==> src/hw/feeder_pkg.sv <==
`default_nettype none

package feeder_pkg;

    // ----------------------------------------------------------------------
    // widths and defaults
    // ----------------------------------------------------------------------
    localparam int XLEN = 32;
    localparam logic [XLEN-1:0] MMIO_BASE = 32'hC400_0000;

    // pipeline depth of the multiply-add unit
    localparam int MAC_LATENCY = 3;
    // entries in the pooling buffer
    localparam int POOL_DEPTH = 16;

    // ----------------------------------------------------------------------
    // register offsets from MMIO_BASE
    // ----------------------------------------------------------------------
    typedef enum logic [7:0] {
        DOT_A      = 8'h00,
        DOT_B      = 8'h04,
        DOT_RES    = 8'h08,
        ADD_A      = 8'h0C,
        ADD_B      = 8'h10,
        ADD_RES    = 8'h14,
        MUL_A      = 8'h18,
        MUL_B      = 8'h1C,
        MUL_RES    = 8'h20,
        POOL_SIZE  = 8'h24,
        POOL_DATA  = 8'h28,
        POOL_CNT   = 8'h2C,
        POOL_RES   = 8'h30,
        POOL_SCALE = 8'h34
    } mmio_reg_e;

    // tag carried through the pipe with each item
    typedef enum logic [1:0] {OP_DOT, OP_ADD, OP_MUL} mac_op_e;

    typedef enum logic [1:0] {POOL_IDLE, POOL_LOAD, POOL_SUM, POOL_SCALING} pool_state_e;

endpackage

`default_nettype wire

==> src/hw/feeder_bus_if.sv <==
`default_nettype none

interface feeder_bus_if #(
    parameter int XLEN = feeder_pkg::XLEN
);
    import feeder_pkg::*;

    // decoded request, already qualified by the base address
    logic            wr;
    logic            rd;
    mmio_reg_e       reg_sel;
    logic [XLEN-1:0] wdata;

    // driven by the top-level decode
    modport source (
        output wr, rd, reg_sel, wdata
    );

    // each unit picks out its own offsets
    modport sink (
        input wr, rd, reg_sel, wdata
    );

endinterface

`default_nettype wire

==> src/hw/mac_pipe.sv <==
`default_nettype none

module mac_pipe #(
    parameter int XLEN    = feeder_pkg::XLEN,
    parameter int LATENCY = feeder_pkg::MAC_LATENCY
) (
    input  logic                clk_i,
    input  logic                rst_i,
    input  logic                in_valid_i,
    input  feeder_pkg::mac_op_e in_op_i,
    input  logic [XLEN-1:0]     a_i,
    input  logic [XLEN-1:0]     b_i,
    input  logic [XLEN-1:0]     c_i,
    output logic                out_valid_o,
    output feeder_pkg::mac_op_e out_op_o,
    output logic [XLEN-1:0]     result_o
);
    import feeder_pkg::*;

    logic [LATENCY-1:0] valid_q;
    mac_op_e            op_q   [LATENCY];
    logic [XLEN-1:0]    data_q [LATENCY];
    logic [XLEN-1:0]    mac_sum;

    // keeps the low XLEN bits, so it wraps modulo 2^XLEN
    assign mac_sum = a_i * b_i + c_i;

    // valid bits walk down the stages
    always_ff @(posedge clk_i) begin
        if (rst_i) begin
            valid_q <= '0;
        end else begin
            valid_q[0] <= in_valid_i;
            for (int i = 1; i < LATENCY; i++) begin
                valid_q[i] <= valid_q[i-1];
            end
        end
    end

    // result and tag follow the same path
    always_ff @(posedge clk_i) begin
        op_q[0]   <= in_op_i;
        data_q[0] <= mac_sum;
        for (int i = 1; i < LATENCY; i++) begin
            op_q[i]   <= op_q[i-1];
            data_q[i] <= data_q[i-1];
        end
    end

    assign out_valid_o = valid_q[LATENCY-1];
    assign out_op_o    = op_q[LATENCY-1];
    assign result_o    = data_q[LATENCY-1];

endmodule

`default_nettype wire

==> src/hw/arith_regs.sv <==
`default_nettype none

module arith_regs #(
    parameter int XLEN        = feeder_pkg::XLEN,
    parameter int MAC_LATENCY = feeder_pkg::MAC_LATENCY
) (
    input  logic            clk_i,
    input  logic            rst_i,
    feeder_bus_if.sink      bus,
    input  logic            dot_clear_i,
    output logic [XLEN-1:0] dot_res_o,
    output logic [XLEN-1:0] add_res_o,
    output logic [XLEN-1:0] mul_res_o
);
    import feeder_pkg::*;

    logic [XLEN-1:0] dot_a_q;
    logic [XLEN-1:0] add_a_q;
    logic [XLEN-1:0] mul_a_q;
    logic            b_write;
    logic            issue_valid_q;
    mac_op_e         issue_op_q;
    logic [XLEN-1:0] issue_a_q;
    logic [XLEN-1:0] issue_b_q;
    logic [XLEN-1:0] mac_b;
    logic [XLEN-1:0] mac_c;
    logic            res_valid;
    mac_op_e         res_op;
    logic [XLEN-1:0] res_data;

    // ----------------------------------------------------------------------
    // operand capture, a B write launches the op one cycle later
    // ----------------------------------------------------------------------
    assign b_write = bus.wr && (bus.reg_sel inside {DOT_B, ADD_B, MUL_B});

    always_ff @(posedge clk_i) begin
        if (rst_i) begin
            issue_valid_q <= 1'b0;
        end else begin
            issue_valid_q <= b_write;
        end
    end

    always_ff @(posedge clk_i) begin
        if (bus.wr) begin
            case (bus.reg_sel)
                DOT_A: dot_a_q <= bus.wdata;
                ADD_A: add_a_q <= bus.wdata;
                MUL_A: mul_a_q <= bus.wdata;
                DOT_B: begin
                    issue_op_q <= OP_DOT;
                    issue_a_q  <= dot_a_q;
                    issue_b_q  <= bus.wdata;
                end
                ADD_B: begin
                    issue_op_q <= OP_ADD;
                    issue_a_q  <= add_a_q;
                    issue_b_q  <= bus.wdata;
                end
                MUL_B: begin
                    issue_op_q <= OP_MUL;
                    issue_a_q  <= mul_a_q;
                    issue_b_q  <= bus.wdata;
                end
                default: ;
            endcase
        end
    end

    // add runs as A*1 + B, dot picks up the live accumulator
    always_comb begin
        mac_b = issue_b_q;
        mac_c = '0;
        case (issue_op_q)
            OP_DOT: mac_c = dot_res_o;
            OP_ADD: begin
                mac_b = {{(XLEN-1){1'b0}}, 1'b1};
                mac_c = issue_b_q;
            end
            default: ;
        endcase
    end

    mac_pipe #(
        .XLEN    (XLEN),
        .LATENCY (MAC_LATENCY)
    ) u_mac_pipe (
        .clk_i       (clk_i),
        .rst_i       (rst_i),
        .in_valid_i  (issue_valid_q),
        .in_op_i     (issue_op_q),
        .a_i         (issue_a_q),
        .b_i         (mac_b),
        .c_i         (mac_c),
        .out_valid_o (res_valid),
        .out_op_o    (res_op),
        .result_o    (res_data)
    );

    // ----------------------------------------------------------------------
    // result registers, steered by the returning tag
    // ----------------------------------------------------------------------
    always_ff @(posedge clk_i) begin
        if (rst_i) begin
            dot_res_o <= '0;
            add_res_o <= '0;
            mul_res_o <= '0;
        end else begin
            if (dot_clear_i) begin
                dot_res_o <= '0;
            end
            // a landing dot result overrides the clear
            if (res_valid && res_op == OP_DOT) begin
                dot_res_o <= res_data;
            end
            if (res_valid && res_op == OP_ADD) begin
                add_res_o <= res_data;
            end
            if (res_valid && res_op == OP_MUL) begin
                mul_res_o <= res_data;
            end
        end
    end

endmodule

`default_nettype wire

==> src/hw/pool_engine.sv <==
`default_nettype none

module pool_engine #(
    parameter int XLEN  = feeder_pkg::XLEN,
    parameter int DEPTH = feeder_pkg::POOL_DEPTH
) (
    input  logic            clk_i,
    input  logic            rst_i,
    feeder_bus_if.sink      bus,
    output logic [XLEN-1:0] pool_res_o,
    output logic            pool_busy_o
);
    import feeder_pkg::*;

    localparam int AW = $clog2(DEPTH);
    localparam int CW = $clog2(DEPTH + 1);

    pool_state_e     state_q;
    logic [XLEN-1:0] buf_mem [DEPTH];
    logic [CW-1:0]   count_q;
    logic [CW-1:0]   idx_q;
    logic [XLEN-1:0] scale_q;
    logic [XLEN-1:0] sum_q;
    logic            data_wr;

    // store the next entry while loading
    assign data_wr = (state_q == POOL_LOAD) && bus.wr && (bus.reg_sel == POOL_DATA)
                     && (idx_q != count_q);

    always_ff @(posedge clk_i) begin
        if (data_wr) begin
            buf_mem[idx_q[AW-1:0]] <= bus.wdata;
        end
    end

    // ----------------------------------------------------------------------
    // load / sum / scale FSM
    // ----------------------------------------------------------------------
    always_ff @(posedge clk_i) begin
        if (rst_i) begin
            state_q    <= POOL_IDLE;
            count_q    <= '0;
            idx_q      <= '0;
            scale_q    <= '0;
            pool_res_o <= '0;
        end else begin
            if (bus.wr && bus.reg_sel == POOL_SCALE) begin
                scale_q <= bus.wdata;
            end
            case (state_q)
                POOL_IDLE, POOL_LOAD: begin
                    if (bus.wr && bus.reg_sel == POOL_SIZE) begin
                        count_q <= bus.wdata[CW-1:0];
                        idx_q   <= '0;
                        state_q <= POOL_LOAD;
                    end else if (state_q == POOL_LOAD) begin
                        if (idx_q == count_q) begin
                            state_q <= POOL_IDLE;
                        end else if (data_wr) begin
                            idx_q <= idx_q + 1'b1;
                        end
                    end else if (bus.wr && bus.reg_sel == POOL_CNT) begin
                        idx_q   <= '0;
                        // empty buffer skips straight to the scale step
                        state_q <= (count_q == '0) ? POOL_SCALING : POOL_SUM;
                    end
                end
                POOL_SUM: begin
                    idx_q <= idx_q + 1'b1;
                    if (idx_q + 1'b1 == count_q) begin
                        state_q <= POOL_SCALING;
                    end
                end
                POOL_SCALING: begin
                    pool_res_o <= sum_q * scale_q;
                    state_q    <= POOL_IDLE;
                end
                default: state_q <= POOL_IDLE;
            endcase
        end
    end

    // running sum, one entry per cycle
    always_ff @(posedge clk_i) begin
        if (state_q != POOL_SUM) begin
            sum_q <= '0;
        end else begin
            sum_q <= sum_q + buf_mem[idx_q[AW-1:0]];
        end
    end

    assign pool_busy_o = (state_q == POOL_SUM) || (state_q == POOL_SCALING);

endmodule

`default_nettype wire

==> src/hw/read_port.sv <==
`default_nettype none

module read_port #(
    parameter int XLEN = feeder_pkg::XLEN
) (
    input  logic            clk_i,
    input  logic            rst_i,
    feeder_bus_if.sink      bus,
    input  logic [XLEN-1:0] dot_res_i,
    input  logic [XLEN-1:0] add_res_i,
    input  logic [XLEN-1:0] mul_res_i,
    input  logic [XLEN-1:0] pool_res_i,
    input  logic            pool_busy_i,
    output logic [XLEN-1:0] data_o,
    output logic            dot_clear_o
);
    import feeder_pkg::*;

    logic rd_prev_q;
    logic first_rd;

    // a held read counts once
    assign first_rd = bus.rd && !rd_prev_q;

    // clears the accumulator on the same edge that latches it
    assign dot_clear_o = first_rd && (bus.reg_sel == DOT_RES);

    always_ff @(posedge clk_i) begin
        if (rst_i) begin
            rd_prev_q <= 1'b0;
            data_o    <= '0;
        end else begin
            rd_prev_q <= bus.rd;
            if (bus.rd) begin
                case (bus.reg_sel)
                    // status, answered on every read cycle
                    POOL_CNT: data_o <= {{(XLEN-1){1'b0}}, pool_busy_i};
                    DOT_RES:  if (first_rd) data_o <= dot_res_i;
                    ADD_RES:  if (first_rd) data_o <= add_res_i;
                    MUL_RES:  if (first_rd) data_o <= mul_res_i;
                    POOL_RES: if (first_rd) data_o <= pool_res_i;
                    default: ;
                endcase
            end
        end
    end

endmodule

`default_nettype wire

==> src/hw/data_feeder.sv <==
`default_nettype none

module data_feeder #(
    parameter int XLEN        = feeder_pkg::XLEN,
    parameter int MAC_LATENCY = feeder_pkg::MAC_LATENCY,
    parameter int POOL_DEPTH  = feeder_pkg::POOL_DEPTH
) (
    input  logic            clk_i,
    input  logic            rst_i,
    input  logic            en_i,
    input  logic            we_i,
    input  logic [XLEN-1:0] addr_i,
    input  logic [XLEN-1:0] data_i,
    output logic [XLEN-1:0] data_o
);
    import feeder_pkg::*;

    logic            in_map;
    logic [XLEN-1:0] dot_res;
    logic [XLEN-1:0] add_res;
    logic [XLEN-1:0] mul_res;
    logic [XLEN-1:0] pool_res;
    logic            pool_busy;
    logic            dot_clear;

    feeder_bus_if #(.XLEN(XLEN)) bus ();

    // ----------------------------------------------------------------------
    // base address decode, word aligned offsets up to POOL_SCALE
    // ----------------------------------------------------------------------
    assign in_map = (addr_i[XLEN-1:8] == MMIO_BASE[XLEN-1:8]) && (addr_i[1:0] == 2'b00)
                    && (addr_i[7:0] <= POOL_SCALE);

    assign bus.wr      = en_i && we_i && in_map;
    assign bus.rd      = en_i && !we_i && in_map;
    assign bus.reg_sel = mmio_reg_e'(addr_i[7:0]);
    assign bus.wdata   = data_i;

    arith_regs #(
        .XLEN        (XLEN),
        .MAC_LATENCY (MAC_LATENCY)
    ) u_arith_regs (
        .clk_i       (clk_i),
        .rst_i       (rst_i),
        .bus         (bus),
        .dot_clear_i (dot_clear),
        .dot_res_o   (dot_res),
        .add_res_o   (add_res),
        .mul_res_o   (mul_res)
    );

    pool_engine #(
        .XLEN  (XLEN),
        .DEPTH (POOL_DEPTH)
    ) u_pool_engine (
        .clk_i       (clk_i),
        .rst_i       (rst_i),
        .bus         (bus),
        .pool_res_o  (pool_res),
        .pool_busy_o (pool_busy)
    );

    read_port #(
        .XLEN (XLEN)
    ) u_read_port (
        .clk_i       (clk_i),
        .rst_i       (rst_i),
        .bus         (bus),
        .dot_res_i   (dot_res),
        .add_res_i   (add_res),
        .mul_res_i   (mul_res),
        .pool_res_i  (pool_res),
        .pool_busy_i (pool_busy),
        .data_o      (data_o),
        .dot_clear_o (dot_clear)
    );

endmodule

`default_nettype wire

==> config.mk <==
export PLATFORM = sky130hd
export DESIGN_NAME = data_feeder
export DESIGN_NICKNAME = d
export VERILOG_FILES = /design/src/hw/feeder_pkg.sv /design/src/hw/feeder_bus_if.sv /design/src/hw/mac_pipe.sv /design/src/hw/arith_regs.sv /design/src/hw/pool_engine.sv /design/src/hw/read_port.sv /design/src/hw/data_feeder.sv
export SDC_FILE = /design/constraint.sdc
export NUM_CORES = 2
export LEC_CHECK = 0
export ABC_AREA = 1
export BUFFER_PORTS_ARGS = -buffer_cell sky130_fd_sc_hd__buf_2
export CAP_MARGIN = 20
export CORE_UTILIZATION = 60
export CTS_CLUSTER_DIAMETER = 200
export DETAILED_ROUTE_END_ITERATION = 10
export GPL_ROUTABILITY_DRIVEN = 0
export PLACE_DENSITY_LB_ADDON = 0.25
export SLEW_MARGIN = 20
export SYNTH_ARGS = -nofsm -noshare
export SYNTH_HDL_FRONTEND = slang
export SYNTH_HIERARCHICAL = 1
export SYNTH_SLANG_ARGS = --single-unit
export TNS_END_PERCENT = 50
==> constraint.sdc <==
create_clock -name clk_i -period 22 [get_ports clk_i]
set_input_delay 2.2 -clock clk_i [delete_from_list [all_inputs] [get_ports clk_i]]
set_output_delay 2.2 -clock clk_i [all_outputs]
set_load 0.01 [all_outputs]
# Word level (Yosys, flattened, before mapping)
# Memories as Yosys holds them, arrays and structs flattened. A register that Yosys moved wholly into a read port is not among the register bits.
# Index checks and enable logic that the tools add are counted.
[totals]
ramBits = 614
regBits = 403
n_memories = 3
input_bits = 68
out_inout_bits = 32
elab_cells = 131
[op_classes]
n_addsub = 3
n_mux = 28
order_cmp = 1
n_mul = 2
eq_ne = 33
n_reduce_logical = 42
[mem_list]
columns = ["name", "depth", "width", "rd", "rd_clocked_by_memory_dff", "wr", "line_no", "source"]
rows = [
  ["u_pool_engine.buf_mem", 16, 32, 1, 1, 1, "pool_engine.sv:19", "logic [XLEN-1:0] buf_mem [DEPTH];"],
  ["u_arith_regs.u_mac_pipe.data_q", 3, 32, 3, 0, 3, "mac_pipe.sv:22", "logic [XLEN-1:0] data_q [LATENCY];"],
  ["u_arith_regs.u_mac_pipe.op_q", 3, 2, 3, 0, 3, "mac_pipe.sv:21", "mac_op_e op_q [LATENCY];"],
]
[ops]
columns = ["operator", "count"]
rows = [
  ["$mux W32", 7],
  ["$pmux W32 S5", 1],
  ["$pmux W32 S3", 1],
  ["$add A32 B32 Y32", 2],
  ["$mul A32 B32 Y32", 2],
  ["$pmux W32 S2", 1],
  ["$eq A8 B6 Y1 const B", 6],
  ["$eq A8 B5 Y1 const B", 4],
  ["$mux W5", 5],
  ["$eq A24 B24 Y1 const B", 1],
  ["$logic_and A1 B1 Y1", 18],
  ["$eq A8 B4 Y1 const B", 2],
  ["$pmux W2 S3", 2],
  ["$reduce_and A2 Y1", 6],
  ["$eq A5 B5 Y1", 2],
  ["$mux W2", 5],
  ["$ne A2 B1 Y1 const B", 5],
  ["$pmux W5 S2", 1],
  ["$eq A8 B3 Y1 const B", 1],
  ["$le A8 B6 Y1 const B", 1],
  ["$logic_not A2 Y1", 4],
  ["$logic_not A8 Y1", 1],
  ["$mux W4", 2],
  ["$ne A4 B4 Y1 const B", 2],
  ["other kinds (19)", 27],
]

# Depth between registers and ports, before layout
[depth]
word_depth = 14
mapped_depth = 37
ltp_nobuf = 35

# Modules after synthesis
# The synthesis kept the hierarchy.
[by_module_without_submodules]
columns = ["mod", "seq_area_each_um2", "cells_per_inst", "area_per_inst_um2", "n_inst"]
rows = [
  ["pool_engine", 17616.9, 4442, 42849.8, 1],
  ["mac_pipe", 2102.0, 2605, 20357.0, 1],
  ["arith_regs", 6806.5, 917, 9969.6, 1],
  ["read_port", 660.6, 414, 2242.2, 1],
  ["data_feeder", 0.0, 50, 192.7, 1],
]

# Worst setup path after synthesis
# No wires, ideal clock.
[synth_path]
kind = "register -> register"
from = "reg u_arith_regs.issue_op_q[0]"
to = "mem u_arith_regs.u_mac_pipe.data_q[0][28]"
path_slack_ps = 14926
t_arrival_ps = 6951
required_ps = 21877
setup_time_ps = 123
stages_incl_launch_ff = 32
cell_sequence = "edfxtp_1 inv_1 nor2_2 clkbuf_1 nor2_1 clkbuf_1 buf_1 nand2_1 inv_1 fa_1 fa_1 fa_1 inv_1 fa_1 inv_1 fa_1 inv_1 fa_1 inv_1 fa_1 inv_1 fa_1 inv_1 ha_1 nand2_1 nor4_2 nand2_1 o211ai_2 nand2_1 nand2_1 a21oi_1 xor2_1"
[synth_rtl]
columns = ["element", "line_no", "source"]
rows = [
  ["start, declared", "arith_regs.sv:22", "mac_op_e issue_op_q;"],
  ["start signal, assigned", "arith_regs.sv:51", "issue_op_q <= OP_DOT;"],
  ["start signal, assigned", "arith_regs.sv:56", "issue_op_q <= OP_ADD;"],
  ["start signal, assigned", "arith_regs.sv:61", "issue_op_q <= OP_MUL;"],
  ["end, declared", "mac_pipe.sv:22", ""],
]

==> results.txt <==
----------------------------------------------------
[Critical path]
  Startpoint of the lowest-slack register-to-register path ... u_arith_regs/issue_op_q[0]$_DFFE_PP_
  Register-to-register path setup slack ... 14.21 ns
  R2R cell count ... 30
  Kind of launch point of the worst setup path ... register
  Maximum fanout count along the critical path ... 31
  Worst path slowest cell ... nor2_1
  Required time at the worst-slack endpoint ... 22.57 ns
  Type of the setup path with the least slack ... register to register
  Timing startpoint of the critical path ... u_arith_regs/issue_op_q[0]$_DFFE_PP_
  Capturing point of the worst reg2reg path ... u_arith_regs/u_mac_pipe/data_q[0][28]$_DFF_P_
  Critical path's largest stage delay ... 0.66 ns
  Data arrival at the endpoint of the critical path ... 8.36 ns
  Critical path endpoint category ... register

[Global route]
  First-pass GRT wire length ... between 300,000 and 400,000 microns
  Antenna violations before repair ... 13
  Pin count of the biggest net entering global routing ... 203
  Aggregate global routing overflow ... 0
  Via count of the first global-routing pass ... roughly 57,000
  Overall fraction of global-route tracks in use ... 32.44%

[Status]
  Status ... finished, final reports clean

[STA]
  Count of endpoints failing hold in the final timing report ... 0
  Count of final max-slew check failures ... 0
  Final period demand of the worst path ... roughly 8 ns
  Setup clock skew after layout ... a little over 0.09 ns
  Worst Max-Slew Pin Slew ... 1.124 ns
  Setup Viol. Count Final ... 0
  RSZ-0062 raised after global routing ... false
  Worst slew margin ... 24.96%
  FMAX ... 128.3 MHz
  Post-route clock period utilization ... a little over a third
  Setup total negative slack ... 0 ns

[Floorplanning]
  Die Wd ... 357.0 microns
  Number of top-level design ports ... 100
  Initial core utilization ... roughly three fifths
  Die Y ... around 360 microns
  Area of the core ... approximately 120,000 sq um
  Die area ... 127,400 sq um
  Placement row count ... approximately 130

[Synthesis]
  Flip-flop and latch count after synthesis ... 1,021
  Part of the Yosys area used for sequential elements ... between 30% and 40%
  Share of the synthesized area in the top cell type ... 26.77%
  Cell type with the largest total area after synthesis ... edfxtp_1
  Synthesized net count ... 9,625
  Syn avg cell area ... roughly 9.0 sq um
  Yosys Warn Count ... 6
  Gate count of the mapped netlist ... between 8,000 and 9,000
  Predominant post-synthesis flop cell ... edfxtp_1
  Synthesized cell area ... 75,610 sq um
  Unique masters post-synth ... 63
  Number of flops mapped to enable cells by yosys ... about 670
  Area contributors post-synth ... edfxtp_1 27%, fa_1 22%, inv_1 10%, nand2_1 9.3%, dfxtp_1 9.2%
  Async set-reset flop share out of synthesis ... 0%

[Detailed routing]
  Total iterations of the first detailed-routing run ... 6
  Via density ... roughly 5.6
  Wire length on met3 ... 22,170 microns
  First DRT Iteration DRCs ... ~5,800
  Routed wirelength normalized by instance count ... 20.26 microns
  Highest routing layer actually used ... met5
  Overall routed net length ... between 200,000 and 250,000 microns
  Drt drc ... 0
  Total met2 wirelength after detailed routing ... 93,550 microns
  Routed vias ... 56,240
  Wl on met1 ... 77,780 microns
  Post-route ant nets ... 0

[CTS]
  Buffers inserted during post-CTS setup optimization ... 0
  CTS Buffer Depth ... 3
  Resize count post-CTS ... 0
  Clock slew seen by the registers of the worst setup and hold paths ... 0.06 ns
  Clock tree root buffer cell ... clkbuf_16
  Number of hold buffers added after cts ... 0
  Latest clock arrival within the worst-skew pair ... about 0.7 ns
  Number of buffers inserted during clock tree synthesis ... 101
  Maximum level of the CTS H-tree ... 3
  CTS tree ... built
  Clock tree sinks ... 1,021

[Finish]
  Count of non-filler cells in the finished layout ... ~10,000
  Proportion of layout cells with a drive suffix above 1 ... 5.592%
  Top library cells by usage in the layout, fill and taps aside ... 2,010 x inv_1, 1,880 x nand2_1, 847 x fa_1
  Leading cell type in the layout, fill and taps excluded ... inv_1
  Relative area change from synthesis to final layout ... 6.048%
  Nets@finish ... 9,488

[Placement]
  Number of buffer cells added on primary ports ... about 100
  Final HPWL from detailed placement ... 139,400 microns
  Count of placed standard cells including taps ... 9,825

[Power]
  Overall Power ... 4.926 mW
  Static leakage ... about 40 nW
  Cell Pwr Density ... 61.43 nW/um^2
  Worst IR drop on VDD ... 0.07006 mV
  Flop pwr share ... 44.4%
  Fraction of power consumed by the clock network ... 33.9%
  Internal power ... 3.330 mW
  Net load switching power ... 1.596 mW
  Comb pwr share ... 21.6%
  Sw Share ... 32.40%

[Worst hold path]
  Hold_sp ... u_arith_regs/u_mac_pipe/data_q[0][5]$_DFF_P_
  Hold depth ... 0
  Worst hold path type ... register to register
  Hold worst-path end ... u_arith_regs/u_mac_pipe/data_q[0][37]$_DFF_P_

[Flow run]
  Reported max-cap violation count ... 0

----------------------------------------------------
-- metrics by stage --
step | utilization, % | setup WS, ns | hold slack, ns | cell area (sq um)
5_1_grt | 64.51 | 13.87 | 0.3156 | 80180
3_5_place_dp | 61.93 | 14.26 | 0.3121 | 76970
4_1_cts | 64.51 | 14.31 | 0.3134 | 80180
2_1_floorplan | - | 14.93 | 0.3096 | 75610
6_report | 64.52 | 14.21 | 0.3103 | 80180
3_3_place_gp | 61.93 | 14.40 | 0.3098 | 76970
-- layer usage --
metal	global-route usage (%)	up-vias
li1	-	25420
met1	42.84	27400
met2	51.74	2825
met3	7.388	574
met4	13.66	10
met5	0	-
-- state kept, by name, summed over array words and instances (netlist names), named ones only --
name and cells:
u_arith_regs/mul_a_q 32, u_arith_regs/dot_a_q 32, u_pool_engine/sum_q 32, u_arith_regs/u_mac_pipe/data_q 96
u_arith_regs/issue_b_q 32, u_arith_regs/add_a_q 32, u_pool_engine/scale_q 32, u_arith_regs/issue_valid_q 1
u_arith_regs/issue_a_q 32, u_arith_regs/mul_res_o 32, u_arith_regs/issue_op_q 2, u_arith_regs/u_mac_pipe/valid_q 3
u_pool_engine/state_q 2, u_arith_regs/dot_res_o 32, u_read_port/rd_prev_q 1, u_arith_regs/add_res_o 32
u_pool_engine/idx_q 5, u_read_port/data_o 32, u_pool_engine/pool_res_o 32, u_pool_engine/buf_mem 512
u_arith_regs/u_mac_pipe/op_q 6, u_pool_engine/count_q 5
-- worst max path at each step --
| stage | to | slack [ns] |
|---|---|---|
| final | u_arith_regs/u_mac_pipe/data_q[0][28]$_DFF_P_ | 14.21 |
| after global placement | u_arith_regs/u_mac_pipe/data_q[0][28]$_DFF_P_ | 14.40 |
| after global routing | u_arith_regs/u_mac_pipe/data_q[0][28]$_DFF_P_ | 13.87 |
| after floorplan | u_arith_regs/u_mac_pipe/data_q[0][28]$_DFF_P_ | 14.93 |
| after CTS | u_arith_regs/u_mac_pipe/data_q[0][28]$_DFF_P_ | 14.31 |
| after detailed placement | u_arith_regs/u_mac_pipe/data_q[0][28]$_DFF_P_ | 14.26 |
-- layout make-up --
type / instances / area, sq um
Sequential cell: 1021 / 27200
Fill cell: 9955 / 44100
Multi-Input combinational cell: 4924 / 38740
Clock buffer: 134 / 2701
Inverter: 2034 / 7645
Tap cell: 1637 / 2048
Antenna cell: 2 / 5.005
Timing Repair Buffer: 209 / 1336
Clock inverter: 47 / 511.7
-- power by group through the flow --
| stage | Combinational (mW) | Sequential [mW] | Clock (mW) |
|---|---|---|---|
| finish | 1.07 | 2.19 | 1.67 |
| floorplan | 0.790 | 2.14 | 0 |
| CTS | 1.04 | 2.18 | 1.69 |
| global placement | 1.01 | 2.22 | 0 |
| detailed placement | 1.04 | 2.22 | 0 |
| global route | 1.16 | 2.19 | 1.77 |
-- cell families after synthesis --
family	synth area share, %
XOR/XNOR	0.9366
AND/OR/NAND/NOR	14.65
buffers and inverters	13.05
flip-flops	35.96
adder cells (fa/ha/maj)	27.09
multiplexers	1.694
AO/OA/AOI/OAI	6.622
-- worst max-delay path: cells and delay by family (launching register included) --
| kind | cells | cell delay, ns |
|---|---|---|
| XOR/XNOR | 1 | 0.15 |
| AO/OA/AOI/OAI | 2 | 0.34 |
| AND/OR/NAND/NOR | 8 | 1.53 |
| flip-flops | 1 | 0.40 |
| adder cells (fa/ha/maj) | 9 | 4.15 |
| buffers and inverters | 10 | 1.11 |
-- synth_stat cells, types with 6 or more instances --
library cell / n
inv_1: 2015
nand2_1: 1880
fa_1: 847
edfxtp_1: 674
nor2_1: 367
a21oi_1: 350
dfxtp_1: 347
ha_1: 282
o21ai_0: 265
nand3_1: 252
clkbuf_1: 230
o211ai_1: 132
mux2i_1: 128
nand4_1: 114
buf_4: 76
buf_2: 75
buf_1: 47
xor2_1: 44
xnor2_1: 35
o22ai_1: 32
nand2_2: 21
o21ai_1: 21
buf_6: 18
o21a_1: 18
a21o_1: 14
nand3b_1: 14
nor3_1: 14
inv_2: 13
a31oi_1: 10
nor2_2: 10
nor4_1: 8
o21bai_1: 8
nand3_2: 6
Power figures use the tool's default switching activity.
